### src/icache_macros.svh
`ifndef ICACHE_MACROS_SVH
`define ICACHE_MACROS_SVH

// ==============================
// Cache geometry
// ==============================

`define ICACHE_ADDR_W 32    // Byte address
`define ICACHE_LINE_W 256   // One line, 32 bytes
`define ICACHE_WORDS  8     // 32-bit words per line
`define ICACHE_SETS   8     // Direct-mapped main sets

// Line address, bits 31 to 5
`define ICACHE_VTAG_W 27

`endif

### src/icache_pkg.sv
`default_nettype none

`include "icache_macros.svh"

package icache_pkg;

    // Control sequence for one fetch
    typedef enum logic [2:0] {
        IDLE,
        LOOKUP,
        SWAP,
        EVICT,
        FILL,
        RESPOND
    } ctrl_state_t;

    typedef logic [`ICACHE_LINE_W-1:0] line_t;

    // Full line address, used as victim tag
    typedef logic [`ICACHE_VTAG_W-1:0] line_addr_t;

endpackage

`default_nettype wire

### src/icache_victim_if.sv
`timescale 1ns/1ns
`default_nettype none

interface icache_victim_if;
    import icache_pkg::*;

    // Control to buffer
    line_addr_t lookup_addr;
    line_addr_t evict_addr;
    line_t      evict_line;
    logic [1:0] ld_valid;
    logic [1:0] ld_tag;
    logic [1:0] ld_data;
    logic       ld_lru;
    logic       lru_in;
    logic       valid_in;

    // Buffer to control
    logic       hit;
    logic       hit_way;
    logic [1:0] valid_out;
    logic       lru;
    line_t      hit_line;   // Registered

    modport ctrl (
        output lookup_addr, evict_addr, evict_line,
        output ld_valid, ld_tag, ld_data, ld_lru, lru_in, valid_in,
        input  hit, hit_way, valid_out, lru, hit_line
    );

    modport buffer (
        input  lookup_addr, evict_addr, evict_line,
        input  ld_valid, ld_tag, ld_data, ld_lru, lru_in, valid_in,
        output hit, hit_way, valid_out, lru, hit_line
    );

endinterface

`default_nettype wire

### src/icache_control.sv
`timescale 1ns/1ns
`default_nettype none

`include "icache_macros.svh"

module icache_control (
    input  logic                                           clk,
    input  logic                                           rst,
    input  logic                                           fetch_cyc,
    input  logic                                           fetch_stb,
    input  logic [`ICACHE_ADDR_W-1:0]                      fetch_adr,
    output logic                                           fetch_ack,
    output logic [31:0]                                    fetch_dat,
    input  logic                                           main_hit,
    input  logic                                           main_valid,
    input  logic [`ICACHE_VTAG_W-$clog2(`ICACHE_SETS)-1:0] main_tag_out,
    input  icache_pkg::line_t                              main_line_out,
    output logic [$clog2(`ICACHE_SETS)-1:0]                main_index,
    output logic [`ICACHE_VTAG_W-$clog2(`ICACHE_SETS)-1:0] main_tag,
    output logic                                           main_load,
    output icache_pkg::line_t                              main_line_in,
    output logic                                           fill_start,
    output icache_pkg::line_addr_t                         fill_addr,
    input  logic                                           fill_done,
    input  icache_pkg::line_t                              fill_line,
    icache_victim_if.ctrl                                  vbus
);
    import icache_pkg::*;

    ctrl_state_t state, next_state;
    logic        repl_way;
    logic        way;
    logic [1:0]  way_sel;
    line_addr_t  line_addr;

    // ==============================
    // Address split
    // ==============================

    assign line_addr  = fetch_adr[`ICACHE_ADDR_W-1:5];
    assign main_index = line_addr[$clog2(`ICACHE_SETS)-1:0];
    assign main_tag   = line_addr[`ICACHE_VTAG_W-1:$clog2(`ICACHE_SETS)];
    assign fill_addr  = line_addr;

    assign vbus.lookup_addr = line_addr;
    assign vbus.evict_addr  = {main_tag_out, main_index};  // Line leaving main
    assign vbus.evict_line  = main_line_out;

    // First free way, else LRU
    assign repl_way = !vbus.valid_out[0] ? 1'b0 :
                      !vbus.valid_out[1] ? 1'b1 : vbus.lru;
    assign way      = (state == SWAP) ? vbus.hit_way : repl_way;
    assign way_sel  = way ? 2'b10 : 2'b01;

    // ==============================
    // FSM
    // ==============================

    always_ff @(posedge clk) begin
        if (rst) begin
            state <= IDLE;
        end else begin
            state <= next_state;
        end
    end

    always_comb begin
        next_state    = state;
        main_load     = 1'b0;
        main_line_in  = vbus.hit_line;
        fill_start    = 1'b0;
        vbus.ld_valid = 2'b00;
        vbus.ld_tag   = 2'b00;
        vbus.ld_data  = 2'b00;
        vbus.ld_lru   = 1'b0;
        vbus.lru_in   = ~way;
        vbus.valid_in = main_valid;

        case (state)
            IDLE: begin
                if (fetch_cyc && fetch_stb) begin
                    next_state = LOOKUP;
                end
            end
            LOOKUP: begin
                // Also the write cycle after a swap or fill, which then hits main
                if (main_hit) begin
                    next_state = RESPOND;
                end else if (vbus.hit) begin
                    next_state = SWAP;
                end else begin
                    next_state = EVICT;
                end
            end
            SWAP: begin
                main_load     = 1'b1;
                vbus.ld_valid = way_sel;  // Clears the way if main was empty
                vbus.ld_tag   = way_sel;
                vbus.ld_data  = way_sel;
                vbus.ld_lru   = 1'b1;
                next_state    = LOOKUP;
            end
            EVICT: begin
                if (main_valid) begin
                    vbus.ld_valid = way_sel;
                    vbus.ld_tag   = way_sel;
                    vbus.ld_data  = way_sel;
                    vbus.ld_lru   = 1'b1;
                end
                fill_start = 1'b1;
                next_state = FILL;
            end
            FILL: begin
                main_line_in = fill_line;
                if (fill_done) begin
                    main_load  = 1'b1;
                    next_state = LOOKUP;
                end
            end
            RESPOND: next_state = IDLE;
            default: next_state = IDLE;
        endcase
    end

    assign fetch_ack = (state == RESPOND);

    // Addressed word, captured on the main hit
    always_ff @(posedge clk) begin
        if (state == LOOKUP && main_hit) begin
            fetch_dat <= main_line_out[32*fetch_adr[4:2] +: 32];
        end
    end

endmodule

`default_nettype wire

### src/icache_line_fill.sv
`timescale 1ns/1ns
`default_nettype none

`include "icache_macros.svh"

module icache_line_fill (
    input  logic                       clk,
    input  logic                       rst,
    input  logic                       fill_start,
    input  icache_pkg::line_addr_t     fill_addr,
    input  logic                       mem_ack,
    input  logic [31:0]                mem_dat,
    output logic                       fill_done,
    output icache_pkg::line_t          fill_line,
    output logic                       mem_cyc,
    output logic                       mem_stb,
    output logic [`ICACHE_ADDR_W-1:0]  mem_adr
);
    import icache_pkg::*;

    logic                              busy;
    logic [$clog2(`ICACHE_WORDS)-1:0]  cnt_q;  // Current word offset
    line_addr_t                        base_q;

    // Strobe stays up across words, address held through wait states
    assign mem_cyc = busy;
    assign mem_stb = busy;
    assign mem_adr = {base_q, cnt_q, 2'b00};

    always_ff @(posedge clk) begin
        if (rst) begin
            busy      <= 1'b0;
            cnt_q     <= '0;
            fill_done <= 1'b0;
        end else begin
            fill_done <= 1'b0;
            if (!busy && fill_start) begin
                busy  <= 1'b1;
                cnt_q <= '0;
            end else if (busy && mem_ack) begin
                cnt_q <= cnt_q + 1'b1;
                if (cnt_q == `ICACHE_WORDS - 1) begin
                    busy      <= 1'b0;
                    fill_done <= 1'b1;   // Eighth word in
                end
            end
        end
    end

    // Line assembly, word k at bit 32k
    always_ff @(posedge clk) begin
        if (!busy && fill_start) begin
            base_q <= fill_addr;
        end
        if (busy && mem_ack) begin
            fill_line[32*cnt_q +: 32] <= mem_dat;
        end
    end

endmodule

`default_nettype wire

### src/icache_main_array.sv
`timescale 1ns/1ns
`default_nettype none

`include "icache_macros.svh"

module icache_main_array (
    input  logic                                           clk,
    input  logic                                           rst,
    input  logic [$clog2(`ICACHE_SETS)-1:0]                main_index,
    input  logic [`ICACHE_VTAG_W-$clog2(`ICACHE_SETS)-1:0] main_tag,
    input  logic                                           main_load,
    input  icache_pkg::line_t                              main_line_in,
    output logic                                           main_hit,
    output logic                                           main_valid,
    output logic [`ICACHE_VTAG_W-$clog2(`ICACHE_SETS)-1:0] main_tag_out,
    output icache_pkg::line_t                              main_line_out
);
    import icache_pkg::*;

    localparam int TAG_W = `ICACHE_VTAG_W - $clog2(`ICACHE_SETS);

    logic [`ICACHE_SETS-1:0] valid_q;
    logic [TAG_W-1:0]        tag_q [`ICACHE_SETS];
    line_t                   data_q [`ICACHE_SETS];

    // ==============================
    // Write port
    // ==============================

    always_ff @(posedge clk) begin
        if (rst) begin
            valid_q <= '0;
        end else if (main_load) begin
            valid_q[main_index] <= 1'b1;
        end
    end

    always_ff @(posedge clk) begin
        if (main_load) begin
            tag_q[main_index]  <= main_tag;
            data_q[main_index] <= main_line_in;
        end
    end

    // ==============================
    // Read port
    // ==============================

    // Combinational read of the indexed set
    assign main_valid    = valid_q[main_index];
    assign main_tag_out  = tag_q[main_index];
    assign main_line_out = data_q[main_index];

    assign main_hit = main_valid && (main_tag_out == main_tag);

endmodule

`default_nettype wire

### src/icache_top.sv
`timescale 1ns/1ns
`default_nettype none

`include "icache_macros.svh"

module icache_top (
    input  logic                      clk,
    input  logic                      rst,
    // Fetch side, Wishbone slave
    input  logic                      fetch_cyc,
    input  logic                      fetch_stb,
    input  logic [`ICACHE_ADDR_W-1:0] fetch_adr,
    output logic                      fetch_ack,
    output logic [31:0]               fetch_dat,
    // Memory side, Wishbone master
    output logic                      mem_cyc,
    output logic                      mem_stb,
    output logic [`ICACHE_ADDR_W-1:0] mem_adr,
    input  logic                      mem_ack,
    input  logic [31:0]               mem_dat
);
    import icache_pkg::*;

    localparam int IDX_W = $clog2(`ICACHE_SETS);
    localparam int TAG_W = `ICACHE_VTAG_W - IDX_W;

    logic [IDX_W-1:0] main_index;
    logic [TAG_W-1:0] main_tag;
    logic [TAG_W-1:0] main_tag_out;
    logic             main_load;
    logic             main_hit;
    logic             main_valid;
    line_t            main_line_in;
    line_t            main_line_out;
    logic             fill_start;
    logic             fill_done;
    line_addr_t       fill_addr;
    line_t            fill_line;

    icache_victim_if vbus ();

    icache_control icache_control_inst (
        .clk           (clk),
        .rst           (rst),
        .fetch_cyc     (fetch_cyc),
        .fetch_stb     (fetch_stb),
        .fetch_adr     (fetch_adr),
        .fetch_ack     (fetch_ack),
        .fetch_dat     (fetch_dat),
        .main_hit      (main_hit),
        .main_valid    (main_valid),
        .main_tag_out  (main_tag_out),
        .main_line_out (main_line_out),
        .main_index    (main_index),
        .main_tag      (main_tag),
        .main_load     (main_load),
        .main_line_in  (main_line_in),
        .fill_start    (fill_start),
        .fill_addr     (fill_addr),
        .fill_done     (fill_done),
        .fill_line     (fill_line),
        .vbus          (vbus)
    );

    icache_victim icache_victim_inst (
        .clk (clk),
        .rst (rst),
        .bus (vbus)
    );

    icache_main_array icache_main_array_inst (
        .clk           (clk),
        .rst           (rst),
        .main_index    (main_index),
        .main_tag      (main_tag),
        .main_load     (main_load),
        .main_line_in  (main_line_in),
        .main_hit      (main_hit),
        .main_valid    (main_valid),
        .main_tag_out  (main_tag_out),
        .main_line_out (main_line_out)
    );

    icache_line_fill icache_line_fill_inst (
        .clk        (clk),
        .rst        (rst),
        .fill_start (fill_start),
        .fill_addr  (fill_addr),
        .mem_ack    (mem_ack),
        .mem_dat    (mem_dat),
        .fill_done  (fill_done),
        .fill_line  (fill_line),
        .mem_cyc    (mem_cyc),
        .mem_stb    (mem_stb),
        .mem_adr    (mem_adr)
    );

endmodule

`default_nettype wire

### src/icache_victim.sv
`timescale 1ns/1ns
`default_nettype none

module icache_victim (
    input logic          clk,
    input logic          rst,
    icache_victim_if.buffer bus
);
    import icache_pkg::*;

    logic [1:0] valid_q;
    logic       lru_q;
    line_addr_t tag_q [2];
    line_t      data_q [2];
    logic [1:0] match;

    // ==============================
    // Lookup
    // ==============================

    always_comb begin
        for (int i = 0; i < 2; i++) begin
            match[i] = valid_q[i] && (tag_q[i] == bus.lookup_addr);
        end
    end

    // Lines are exclusive, so at most one way matches
    assign bus.hit       = |match;
    assign bus.hit_way   = match[1];
    assign bus.valid_out = valid_q;
    assign bus.lru       = lru_q;

    always_ff @(posedge clk) begin
        if (bus.hit) begin
            bus.hit_line <= data_q[bus.hit_way];
        end
    end

    // ==============================
    // Storage
    // ==============================

    always_ff @(posedge clk) begin
        if (rst) begin
            valid_q <= '0;
            lru_q   <= 1'b0;
        end else begin
            for (int i = 0; i < 2; i++) begin
                if (bus.ld_valid[i]) begin
                    valid_q[i] <= bus.valid_in;
                end
            end
            if (bus.ld_lru) begin
                lru_q <= bus.lru_in;
            end
        end
    end

    always_ff @(posedge clk) begin
        for (int i = 0; i < 2; i++) begin
            if (bus.ld_tag[i]) begin
                tag_q[i] <= bus.evict_addr;
            end
            if (bus.ld_data[i]) begin
                data_q[i] <= bus.evict_line;
            end
        end
    end

endmodule

`default_nettype wire

### config.mk
export PLATFORM = sky130hd
export DESIGN_NAME = icache_top
export DESIGN_NICKNAME = d
export VERILOG_FILES = /design/src/icache_pkg.sv /design/src/icache_victim_if.sv /design/src/icache_control.sv /design/src/icache_line_fill.sv /design/src/icache_main_array.sv /design/src/icache_top.sv /design/src/icache_victim.sv
export VERILOG_INCLUDE_DIRS = /design/src /design/src/src
export SDC_FILE = /design/constraint.sdc
export NUM_CORES = 2
export LEC_CHECK = 0
export BUFFER_PORTS_ARGS = -buffer_cell sky130_fd_sc_hd__buf_2
export CELL_PAD_IN_SITES_DETAIL_PLACEMENT = 1
export CELL_PAD_IN_SITES_GLOBAL_PLACEMENT = 2
export CORE_ASPECT_RATIO = 0.8
export CORE_MARGIN = 2
export CORE_UTILIZATION = 52
export DETAILED_ROUTE_END_ITERATION = 16
export MAX_ROUTING_LAYER = met4
export PLACE_DENSITY = 0.85
export SYNTH_ARGS = -nofsm -noshare
export SYNTH_HDL_FRONTEND = slang
export SYNTH_SLANG_ARGS = --single-unit
export TNS_END_PERCENT = 10
### constraint.sdc
create_clock -name clk -period 93.8 [get_ports clk]
set_input_delay 14.07 -clock clk [delete_from_list [all_inputs] [get_ports clk]]
set_output_delay 14.07 -clock clk [all_outputs]
set_load 0.01 [all_outputs]
==> metrics.md <==
| Metric | Value |
|---|---|
| Status | `finished clean` |
| Post-synthesis adder-cell area fraction | `0.0392%` |
| Final Instance Area | `142000 sq um` |
| RSZ-0062 raised after global routing | `false` |
| Delay-heaviest family, CP | `buffers and inverters` |
| Top cell by count, worst path | `buf_4` |
| Post-CTS Hold Buffers | `0` |
| Sequential fraction of the synthesis area | `79.8%` |
| WL per Instance | `36.1 um` |
| CTS max path bufs | `4` |
| Mux contribution to synthesized area | `7.08%` |
| Yosys warning total | `0` |
| First-pass GRT wire length | `555 mm` |
| Buf/Inv on CP | `6` |
| Io pins | `136` |
| Fmax | `0.0525 GHz` |
| Number of synthesized register bits | `3396` |
| Vias in the first global route | `75400` |
| Insertion delay to the later sink of the worst-skew pair | `0.90 ns` |
| Main synth FF type | `edfxtp_1` |
| Core footprint | `244000 sq um` |
| CTS tree | `done` |
| Launch point of the worst path | `fetch_adr[7]` |
| Rows | `162` |
| Worst-path cell chain | `buf_8 > buf_4 > and3b_4 > and2_1 > a221oi_1 > buf_4 > o22ai_1 > nand2_1 > inv_8 > buf_4 > buf_4` |
| Critical-path top delay cell | `buf_4` |
| Worst min path class | `reg -> reg` |
| DRC errors left | `0` |
| Synth Area in Compound Gates | `5.90%` |
| Placed Area | `132000 sq um` |
| Endpoints failing hold | `0` |
| Largest net degree at the start of global routing | `146` |
| Cell variety after synth | `62` |
| Max-slew headroom | `17.9%` |
| Number of CTS-inserted buffers | `324` |
| Drt pass-1 iters | `6` |
| Synth top area share | `79.5%` |
| Routed Antenna Nets | `0` |
| Vias per cell | `6.62` |
| Layout area overhead | `11.7%` |
| Overflow left after global routing | `0` |
| Buffer count from post-CTS setup fixing | `0` |
| Leakage | `46.0 nW` |
| H-tree levels | `5` |
| Max cap viols | `0` |
| Tot Pwr | `3.07 mW` |
| Worst vdd ir | `0.0168 mV` |
| Post-Synth XOR/XNOR Area | `0.460%` |
| Vias | `71800` |
| R2R Path Start | `icache_line_fill_inst.cnt_q[0]` |
| Clock transition at path regs | `0.06 ns` |
| # setup viols final | `0` |
| Synthesized area | `128000 sq um` |
| Fin crit share | `20.3%` |
| Register area | `102000 sq um` |
| Min cycle time layout | `19.04 ns` |
| Placer Congestion | `0.829` |
| CP Class | `in -> reg` |
| TNS Setup | `0 ns` |
| Final WL | `391 mm` |
| Post-synthesis cell count | `7073` |
| Post_cts resized | `0` |
| Count of clock tree sinks | `3396` |
| Tot GR Track Use | `32.4%` |
| Critical path's largest stage delay | `0.96 ns` |
| Slew at the pin closest to its max-slew limit | `1.23 ns` |
| Initial antenna violation count | `34` |
| WP data required | `94.29 ns` |
| Most area-consuming cells after synthesis | `edfxtp_1 80%, mux2_2 2.9%, a22oi_1 2.8%, nand2_1 2.5%, mux4_2 2.1%` |
| Initial DRC count | `9492` |
| Area of the multi-input gates | `24300 sq um` |
| Crit path DAT | `19.53 ns` |
| Die H | `447 um` |
| PwrDens | `21.6 nW/um^2` |
| Initial core utilization | `52.3%` |
| Root Driver | `clkbuf_16` |
| Die W | `558 um` |
| Critical path peak fanout | `86` |
| Share of layout cells above drive strength 1 | `16.3%` |
| Skew final | `0.0404 ns` |
| Pins Over Slew Limit | `0` |
| CP endpoint kind | `flop` |
| Ys async rst share | `0%` |
| Fill count | `21100` |
| Port buffer count | `131` |
| Critical Path Start Type | `input pin` |
| Simple-Gate Fraction of Synth Area | `5.31%` |
| Largest family of logic cells by synthesized area | `multiplexers` |
| Post-synth top area cell | `edfxtp_1` |
| Post-synth EDFFs | `3377` |
| DPL Wire Length | `196 mm` |
| Layout Nets | `7358` |
| Avg Synthesized Cell Area | `18.0 sq um` |
| Die Area | `249000 sq um` |
| Hold path start | `icache_main_array_inst.valid_q[6]` |
==> kinds of logic (layout without fill, tap and decap cells) <==
| kind of cell | after synthesis | count (layout) |
|---|---|---|
| AO/OA/AOI/OAI | 996 | 996 |
| XOR/XNOR | 67 | 67 |
| adder cells (fa/ha/maj) | 4 | 4 |
| buffers and inverters | 417 | 866 |
| flip-flops | 3396 | 3396 |
| multiplexers | 702 | 702 |
| other | 1 | 46 |
| AND/OR/NAND/NOR | 1490 | 1490 |
==> state kept, by name, indices dropped and copies added (netlist names) <==
name	flops
icache_victim_inst.bus.hit_line	256
icache_control_inst.state	3
icache_main_array_inst.tag_q	192
icache_control_inst.fetch_dat	32
icache_main_array_inst.data_q	2048
icache_line_fill_inst.fill_done	1
icache_main_array_inst.valid_q	8
icache_line_fill_inst.cnt_q	3
icache_line_fill_inst.fill_line	256
icache_line_fill_inst.base_q	27
icache_victim_inst.tag_q	54
icache_victim_inst.data_q	512
icache_victim_inst.bus.valid_out	2
icache_victim_inst.bus.lru	1
icache_line_fill_inst.mem_cyc	1
==> routing by layer <==
layer	vias up	global-route usage (%)	part of all wire, %
met5	-	-	0
met4	0	11.1	3.5
met3	790	5.26	11
met2	4555	51.0	48
met1	38000	43.4	38
li1	28500	-	-
==> layout make-up <==
type / count / area share, %
flip-flops and latches: 3396 / 71.5
multi-input cells: 3261 / 17.0
clock buffers: 393 / 6.05
well taps: 3280 / 2.88
repair buffers: 282 / 1.47
clock inverters: 171 / 0.983
diodes: 44 / 0.0773
inverters: 20 / 0.0632
==> synth_stat cells, types with 3 or more instances <==
library cell / number
nand2b_1: 8
and3_1: 20
a21oi_1: 87
dfxtp_1: 19
a221oi_1: 173
a22o_1: 61
o22a_1: 14
a22oi_1: 478
mux2_2: 334
clkbuf_1: 251
inv_2: 3
mux2i_1: 171
o21a_1: 10
nand3_1: 56
o21ai_1: 53
a221o_1: 31
nand2_1: 846
nor2b_1: 9
and2_1: 243
edfxtp_1: 3377
nor3_1: 34
inv_1: 17
nor3b_1: 3
nor4_1: 13
or2_2: 3
o22ai_1: 22
ha_1: 4
mux4_2: 119
o221ai_1: 26
xnor2_1: 49
and4_1: 3
buf_2: 71
xor2_1: 18
buf_6: 8
o21ai_0: 19
a222oi_1: 12
nand4_1: 98
buf_4: 18
nor2_1: 140
buf_1: 49
mux2_1: 78
==> through the flow <==
step	utilization, %	hold WS, ns	setup slack [ns]	cells
4_1_cts	58.4	0.478	74.96	10800
2_1_floorplan	-	0.433	51.30	7074
6_report	58.4	0.478	74.76	10800
3_3_place_gp	54.3	0.443	74.17	10200
3_5_place_dp	54.3	0.458	74.08	10200
5_1_grt	58.4	0.489	74.70	10800
==> report_power, final <==
part | total, mW | switching, mW | leakage, nW | internal, mW
clock network | 1.27 | 0.559 | 4.90 | 0.714
registers | 1.67 | 0.00358 | 30.5 | 1.67
logic | 0.125 | 0.0892 | 10.6 | 0.0360
total | 3.07 | 0.652 | 46.0 | 2.42
==> final timing paths <==
| path | slack (ns) | cells after the start | end |
|---|---|---|---|
| setup / recovery | 74.76 | 11 | icache_victim_inst.data_q[0][134] |
| setup reg to reg | 87.80 | 9 | icache_line_fill_inst.fill_line[3] |
| hold / removal | 0.48 | 1 | icache_main_array_inst.valid_q[6] |
| hold reg to reg | 0.48 | 1 | icache_main_array_inst.valid_q[6] |
==> cell usage in the layout, fill, tap and decap left out, types with 61 or more instances in the layout <==
cell type | synthesis | routed
nand2_1 | 846 | 845
nor2_1 | 140 | 125
a221oi_1 | 173 | 173
mux2_2 | 334 | 334
clkinv_1 | 0 | 76
nand4_1 | 98 | 98
edfxtp_1 | 3377 | 3377
a22o_1 | 61 | 61
mux2_1 | 78 | 78
buf_2 | 71 | 126
mux2i_1 | 171 | 171
buf_4 | 18 | 131
clkbuf_16 | 0 | 336
mux4_2 | 119 | 119
a21oi_1 | 87 | 87
and2_1 | 243 | 242
a22oi_1 | 478 | 478
(Power assumes the default switching activity.)
